File: config.mk
export PLATFORM = sky130hd
export DESIGN_NAME = fc_layer
export DESIGN_NICKNAME = d
export VERILOG_FILES = /design/src/hdl/fc_pkg.sv /design/src/hdl/fc_ctrl_if.sv /design/src/hdl/fc_sequencer.sv /design/src/hdl/fc_weight_store.sv /design/src/hdl/fc_mac_array.sv /design/src/hdl/fc_layer.sv
export VERILOG_INCLUDE_DIRS = /design/src /design/src/hdl
export SDC_FILE = /design/constraint.sdc
export NUM_CORES = 2
export LEC_CHECK = 0
export ABC_AREA = 1
export BUFFER_PORTS_ARGS = -buffer_cell sky130_fd_sc_hd__buf_4
export CAP_MARGIN = 20
export CORE_AREA = 2 2 479 600
export DETAILED_ROUTE_END_ITERATION = 6
export DIE_AREA = 0 0 481 602
export GPL_ROUTABILITY_DRIVEN = 0
export MAX_ROUTING_LAYER = met4
export PLACE_DENSITY = 0.43
export SLEW_MARGIN = 20
export SYNTH_ARGS = -nofsm -noshare
export SYNTH_HDL_FRONTEND = slang
export SYNTH_HIERARCHICAL = 1
export SYNTH_SLANG_ARGS = --single-unit
File: constraint.sdc
create_clock -name clk -period 6.6 [get_ports clk]
set_input_delay 0.33 -clock clk [delete_from_list [all_inputs] [get_ports clk]]
set_output_delay 0.33 -clock clk [all_outputs]
set_load 0.02 [all_outputs]
File: src/hdl/fc_defines.svh
`ifndef FC_DEFINES_SVH
`define FC_DEFINES_SVH

// Datapath width, wraps on overflow
`define FC_DATA_W 16

// Output neurons
`define FC_NEURONS 4

// Input features per neuron
`define FC_DEPTH 16

// Feature index width, log2 of FC_DEPTH
`define FC_IDX_W 4

// Neuron index width, log2 of FC_NEURONS
`define FC_NEURON_W 2

`endif

File: src/hdl/fc_pkg.sv
`default_nettype none

`include "fc_defines.svh"

package fc_pkg;

	// One datapath word
	typedef logic [`FC_DATA_W-1:0] word_t;

	// Destination of a host write
	typedef enum logic [1:0]
	{
		tgt_feature,
		tgt_weight,
		tgt_bias
	} host_target_e;

	typedef enum logic [1:0]
	{
		st_idle,
		st_run,   // Clear, then one read per feature index
		st_drain, // Last accumulate
		st_load   // Result register load
	} seq_state_e;

endpackage

`default_nettype wire

File: src/hdl/fc_ctrl_if.sv
`timescale 1ns/1ps
`default_nettype none

`include "fc_defines.svh"

interface fc_ctrl_if;

	logic                 rd_en;  // Read all memories at rd_idx
	logic [`FC_IDX_W-1:0] rd_idx;
	logic                 clear;  // Zero the accumulators
	logic                 acc_en; // Add products this edge
	logic                 load;   // Register acc plus bias

	modport seq
	(
		output rd_en, rd_idx, clear, acc_en, load
	);

	modport store
	(
		input rd_en, rd_idx
	);

	modport mac
	(
		input clear, acc_en, load
	);

endinterface

`default_nettype wire

File: src/hdl/fc_sequencer.sv
`timescale 1ns/1ps
`default_nettype none

`include "fc_defines.svh"

module fc_sequencer
(
	input  logic      clk,
	input  logic      reset,
	input  logic      start,
	output logic      busy,
	output logic      done,
	fc_ctrl_if.seq    ctrl
);

	localparam logic [`FC_IDX_W-1:0] last_idx = `FC_IDX_W'(`FC_DEPTH-1);

	fc_pkg::seq_state_e   state;
	logic [`FC_IDX_W-1:0] idx;
	logic                 rd_en;
	logic                 acc_en;
	logic                 clear;
	logic                 load;

	// Controls are registered so the datapath sees clean pulses
	always_ff @(posedge clk or posedge reset)
	begin
		if (reset)
		begin
			state  <= fc_pkg::st_idle;
			idx    <= '0;
			rd_en  <= 1'b0;
			acc_en <= 1'b0;
			clear  <= 1'b0;
			load   <= 1'b0;
			done   <= 1'b0;
		end
		else
		begin
			clear  <= 1'b0;
			load   <= 1'b0;
			done   <= 1'b0;
			acc_en <= rd_en; // Covers the one-cycle memory read
			case (state)
				fc_pkg::st_idle:
				begin
					if (start)
					begin
						state <= fc_pkg::st_run;
						clear <= 1'b1;
						idx   <= '0;
					end
				end
				fc_pkg::st_run:
				begin
					rd_en <= 1'b1;
					if (rd_en)
					begin
						idx <= idx + 1'b1;
						if (idx == last_idx)
						begin
							rd_en <= 1'b0;
							state <= fc_pkg::st_drain;
						end
					end
				end
				fc_pkg::st_drain:
				begin
					load  <= 1'b1; // Final accumulate lands on this edge
					state <= fc_pkg::st_load;
				end
				fc_pkg::st_load:
				begin
					done  <= 1'b1; // Result registers update on this edge
					state <= fc_pkg::st_idle;
				end
				default:
				begin
					state <= fc_pkg::st_idle;
				end
			endcase
		end
	end

	assign busy = (state != fc_pkg::st_idle);

	assign ctrl.rd_en  = rd_en;
	assign ctrl.rd_idx = idx;
	assign ctrl.clear  = clear;
	assign ctrl.acc_en = acc_en;
	assign ctrl.load   = load;

endmodule

`default_nettype wire

File: src/hdl/fc_weight_store.sv
`timescale 1ns/1ps
`default_nettype none

`include "fc_defines.svh"

module fc_weight_store
(
	input  logic                                clk,
	input  logic                                host_wr,
	input  fc_pkg::host_target_e                host_target,
	input  logic [`FC_NEURON_W+`FC_IDX_W-1:0]   host_addr,
	input  logic [`FC_DATA_W-1:0]               host_data,
	fc_ctrl_if.store                            ctrl,
	output logic [`FC_DATA_W-1:0]               feature,
	output fc_pkg::word_t                       weights [`FC_NEURONS]
);

	logic [`FC_IDX_W-1:0]    wr_idx;
	logic [`FC_NEURON_W-1:0] wr_neuron;
	logic [`FC_IDX_W-1:0]    mem_addr;
	logic                    feat_we;

	fc_pkg::word_t feat_mem [`FC_DEPTH];

	assign wr_idx    = host_addr[`FC_IDX_W-1:0];
	assign wr_neuron = host_addr[`FC_NEURON_W+`FC_IDX_W-1:`FC_IDX_W];

	// One address per memory, shared by host and sequencer
	assign mem_addr = ctrl.rd_en ? ctrl.rd_idx : wr_idx;

	assign feat_we = host_wr && (host_target == fc_pkg::tgt_feature);

	always_ff @(posedge clk)
	begin
		if (feat_we)
		begin
			feat_mem[mem_addr] <= host_data;
		end
		if (ctrl.rd_en)
		begin
			feature <= feat_mem[mem_addr];
		end
	end

	for (genvar n = 0; n < `FC_NEURONS; n++)
	begin : g_wmem
		fc_pkg::word_t mem [`FC_DEPTH];
		logic          we;

		assign we = host_wr && (host_target == fc_pkg::tgt_weight) &&
			(wr_neuron == `FC_NEURON_W'(n));

		always_ff @(posedge clk)
		begin
			if (we)
			begin
				mem[mem_addr] <= host_data;
			end
			if (ctrl.rd_en)
			begin
				weights[n] <= mem[mem_addr]; // Same edge as the feature read
			end
		end
	end

endmodule

`default_nettype wire

File: src/hdl/fc_mac_array.sv
`timescale 1ns/1ps
`default_nettype none

`include "fc_defines.svh"

module fc_mac_array
(
	input  logic                                 clk,
	input  logic                                 reset,
	input  logic                                 bias_shift,
	input  logic [`FC_DATA_W-1:0]                bias_data,
	input  logic [`FC_DATA_W-1:0]                feature,
	input  fc_pkg::word_t                        weights [`FC_NEURONS],
	fc_ctrl_if.mac                               ctrl,
	output logic [`FC_NEURONS*`FC_DATA_W-1:0]    result
);

	fc_pkg::word_t relu_feat;
	fc_pkg::word_t prod  [`FC_NEURONS];
	fc_pkg::word_t acc   [`FC_NEURONS];
	fc_pkg::word_t bias  [`FC_NEURONS];
	fc_pkg::word_t res_q [`FC_NEURONS];

	// Negative features clamp to zero
	assign relu_feat = feature[`FC_DATA_W-1] ? '0 : feature;

	always_comb
	begin
		for (int n = 0; n < `FC_NEURONS; n++)
		begin
			prod[n] = relu_feat * weights[n]; // Low half only, wraps
		end
	end

	always_ff @(posedge clk)
	begin
		for (int n = 0; n < `FC_NEURONS; n++)
		begin
			if (ctrl.clear)
			begin
				acc[n] <= '0;
			end
			else if (ctrl.acc_en)
			begin
				acc[n] <= acc[n] + prod[n];
			end
		end
	end

	// New bias enters at the top neuron and moves down one per write
	always_ff @(posedge clk)
	begin
		if (bias_shift)
		begin
			for (int n = 0; n < `FC_NEURONS-1; n++)
			begin
				bias[n] <= bias[n+1];
			end
			bias[`FC_NEURONS-1] <= bias_data;
		end
	end

	always_ff @(posedge clk or posedge reset)
	begin
		if (reset)
		begin
			for (int n = 0; n < `FC_NEURONS; n++)
			begin
				res_q[n] <= '0;
			end
		end
		else if (ctrl.load)
		begin
			for (int n = 0; n < `FC_NEURONS; n++)
			begin
				res_q[n] <= acc[n] + bias[n];
			end
		end
	end

	for (genvar n = 0; n < `FC_NEURONS; n++)
	begin : g_flat
		assign result[n*`FC_DATA_W +: `FC_DATA_W] = res_q[n]; // Neuron 0 lowest
	end

endmodule

`default_nettype wire

File: src/hdl/fc_layer.sv
`timescale 1ns/1ps
`default_nettype none

`include "fc_defines.svh"

module fc_layer
(
	input  logic                                 clk,
	input  logic                                 reset,
	input  logic                                 start,
	input  logic                                 host_wr,
	input  fc_pkg::host_target_e                 host_target,
	input  logic [`FC_NEURON_W+`FC_IDX_W-1:0]    host_addr,
	input  logic [`FC_DATA_W-1:0]                host_data,
	output logic                                 busy,
	output logic                                 done,
	output logic [`FC_NEURONS*`FC_DATA_W-1:0]    result
);

	logic [`FC_DATA_W-1:0] feature;
	fc_pkg::word_t         weights [`FC_NEURONS];
	logic                  bias_shift;

	fc_ctrl_if ctrl_i ();

	// Bias writes skip the store and go straight to the chain
	assign bias_shift = host_wr && (host_target == fc_pkg::tgt_bias);

	fc_sequencer seq_i
	(
		.clk   (clk),
		.reset (reset),
		.start (start),
		.busy  (busy),
		.done  (done),
		.ctrl  (ctrl_i.seq)
	);

	fc_weight_store store_i
	(
		.clk         (clk),
		.host_wr     (host_wr),
		.host_target (host_target),
		.host_addr   (host_addr),
		.host_data   (host_data),
		.ctrl        (ctrl_i.store),
		.feature     (feature),
		.weights     (weights)
	);

	fc_mac_array mac_i
	(
		.clk        (clk),
		.reset      (reset),
		.bias_shift (bias_shift),
		.bias_data  (host_data),
		.feature    (feature),
		.weights    (weights),
		.ctrl       (ctrl_i.mac),
		.result     (result)
	);

endmodule

`default_nettype wire

==> results by group <==
Worst setup path
  • Reg2reg start: store_i/feature[15]
  • Worst EP arrival: 6.85 ns
  • CP Capture Type: flop
  • R2R depth: 23
  • Critical path class: reg -> reg
  • Reg2Reg Capture Point: mac_i/acc[0][15]
  • Crit. Startpoint: store_i/feature[15]
  • Worst EP required: 7.17 ns
  • Critical Path Fanout Max: 28
  • Worst setup path end: mac_i/acc[0][15]
  • Crit path launch type: flop
  • R2r setup slk: 0.32 ns

STA
  • Final Critical Period: 6.28 ns
  • Final period utilization: 95.1%
  • RSZ-0062 raised after global routing: no
  • Max Slew Vio Count: 0
  • Slew margin rel.: 15.9%
  • Total negative setup slack: 0 ns
  • Clock Skews: 0.0784 ns
  • Slew @ Worst Pin: 1.26 ns
  • Final hold violation count: 0
  • FMAX: 0.159 GHz
  • Number of setup violations in the final report: 0

Yosys
  • Syn_nets: 9529
  • Syn Inst Count: 8854
  • Register area share after synthesis: 54.9%
  • Synthesis-stage register bit count: 1563
  • Post-Syn Area: 0.0848 mm2
  • Ys Warns: 6
  • Synth cell types: 44
  • Syn_area_per_cell: 9.58 um2

Cells and area
  • Nets@finish: 9620
  • # fillers: 29202
  • Layout area overhead: 13.0%
  • Layout cell share with drive strength beyond 1: 6.38%

Place
  • Detail Placement HPWL: 171000 um
  • Buffers on Ports: 93

Run
  • Max Cap Viol: 0

Floorplan
  • Row Count: 219
  • Starting Density: 29.9%
  • Core ar.: 0.284 mm2
  • Die span in y: 602 um
  • I/O pin cnt: 94
  • Overall die width: 481 um
  • Die footprint: 0.290 mm2

Detailed routing
  • Aggregate routed wire length: 270000 um
  • Post-route ant nets: 0
  • Avg Vias per Cell: 4.68
  • Drc violations: 3
  • Drt wl/cell: 21.0 um
  • Via Count: 60050
  • DRT Pass-1 Iters: 7
  • DR iter-0 viols: 4347

Global routing
  • Gr ovfl total: 0
  • Largest net degree at the start of global routing: 203
  • First-pass GRT wire length: 402000 um
  • Initial antenna violation count: 21
  • Vias in the first global route: 60404
  • Total GRT Usage: 19.0%

CTS
  • Clock latency on the worst-skew pair: 0.86 ns
  • TritonCTS Buffers: 176
  • Root Buffer: clkbuf_16
  • Clock-pin slew of the registers on the worst-case setup and hold paths: 0.07 ns
  • CTS Buffer Depth: 4
  • Clock sink total: 1563
  • CTS tree: done
  • CTS H-tree depth: 4

Status
  • Outcome: finished, violations left
  • Violated checks: design-rule violations

Min path
  • Hold Path Class: in -> reg
## worst max-delay path, stage by stage, from the launching register on
cell and delay (ns):
edfxtp_1 0.54, inv_8 0.22, nand2_1 0.11, inv_2 0.52, nand2_1 0.15, fa_1 0.51
inv_1 0.05, fa_1 0.49, inv_1 0.05, fa_1 0.54, inv_1 0.06, fa_1 0.45
fa_1 0.50, inv_1 0.05, fa_1 0.47, inv_1 0.05, ha_1 0.37, nand3_1 0.16
nor3_1 0.16, o21ai_0 0.14, o2111ai_1 0.19, nand3_1 0.13, nand2_1 0.08, nor2_1 0.05
## metal layers
layer / vias to the layer above / global-route usage [%] / wire length, um
met3: 409 / 1.96 / 11200
li1: 28588 / - / -
met5: - / - / 0
met4: 0 / 6.10 / 9360
met2: 1425 / 31.4 / 130000
met1: 29628 / 24.4 / 119000
## what timing repair did
item,4_1_cts,5_1_grt
setup buffers,0,0
hold endpoints to repair,351,0
hold buffers,16,0
setup endpoints to repair,0,1
gates resized for setup,0,1
## cell families (layout without fill, tap and decap cells)
group                    count (synthesis)  count (layout)  synth area share (%)
XOR/XNOR                                81              81                 0.837
other                                    0              10                     0
AO/OA/AOI/OAI                          352             352                  2.31
adder cells (fa/ha/maj)                647             647                  12.9
AND/OR/NAND/NOR                       4813            4813                  22.6
flip-flops                            1563            1563                  54.9
buffers and inverters                 1398            1617                  6.42
## worst min path at each step
stage	depth (start not counted)	to	slack [ns]	from
floorplan	1	seq_i/ctrl.acc_en	0.18	reset
global placement	2	seq_i/done	0.44	reset
detailed placement	2	seq_i/done	0.44	reset
CTS	3	mac_i/bias[3][15]	0.0004	host_target[1]
global route	1	store_i/g_wmem[0].mem[12][0]	0.02	host_data[0]
finish	1	store_i/g_wmem[0].mem[12][0]	0.04	host_data[0]
## registers in the layout, indices dropped and copies added (netlist names)
name                flops
mac_i/bias             64
seq_i/done              1
seq_i/ctrl.rd_en        1
store_i/feature        16
seq_i/ctrl.clear        1
seq_i/state             2
seq_i/ctrl.acc_en       1
store_i/feat_mem      256
seq_i/ctrl.load         1
store_i/weights        64
store_i/g_wmem.mem   1024
mac_i/acc              64
seq_i/ctrl.rd_idx       4
mac_i/result           64
## final cells by class
| class | instances | area (um2) | share of cell area [%] |
|---|---|---|---|
| Tap cell | 3757 | 4700 | 4.90 |
| Inverter | 990 | 3740 | 3.90 |
| Clock inverter | 84 | 678 | 0.708 |
| Multi-Input combinational cell | 5893 | 32900 | 34.4 |
| Antenna cell | 10 | 25.0 | 0.0261 |
| Clock buffer | 222 | 4620 | 4.82 |
| Timing Repair Buffer | 321 | 2600 | 2.71 |
| Sequential cell | 1563 | 46600 | 48.6 |
## placed cells by master, fill, tap and decap left out, types with 12 or more instances in the layout
cell type,count
clkinv_2,31
clkbuf_1,44
xnor2_1,27
o21bai_1,13
fa_1,380
xor2_1,54
buf_4,293
ha_1,267
buf_12,12
dlygate4sd3_1,16
nand2_1,3567
clkinv_1,41
o21ai_0,133
a21oi_1,136
nand3b_1,17
nor2_1,397
o21a_1,17
clkbuf_16,178
nand3_1,771
dfrtp_1,74
edfxtp_1,1488
inv_1,975
nor3_1,16
## synth_stat cells, drive strengths merged
master      n  area [um2]
fa        380        7610
inv       984        3700
nor3       16        80.1
a221oi      1        8.76
a31oi       9        56.3
a211o       2        17.5
o21bai     13        97.6
dfrtp      75        1880
clkbuf    200         752
nand3b     17         128
nand2    3581       13500
buf       208         966
o221ai      1        8.76
nand4       7        43.8
xnor2      27         236
o2111ai     6        52.6
a211oi      7        52.6
xor2       54         473
nor4        1        6.26
or2         7        43.8
o21ai     139         703
o31ai       9        67.6
a21o        9        67.6
ha        267        3340
a21oi     136         681
edfxtp   1488       44700
nor2      412        1550
o22ai       1        6.26
o21a       17         128
nand3     772        3870
o211ai      2        15.0
clkinv      6        22.5
## through the flow
step,setup WS (ns),utilization (%),hold slack (ns),cell area (um2),std cells
finish,0.323,33.8,0.0368,95900,12840
global route,0.00919,33.8,0.0249,95800,12837
CTS,0.254,33.8,0.000430,95800,12830
detailed placement,0.253,31.8,0.438,90400,12508
global placement,0.310,31.8,0.436,90400,12508
floorplan,0.786,-,0.182,84800,8854
Power is not shown: default switching activity piles up to over one toggle a cycle in this logic, so the estimate is an artifact.
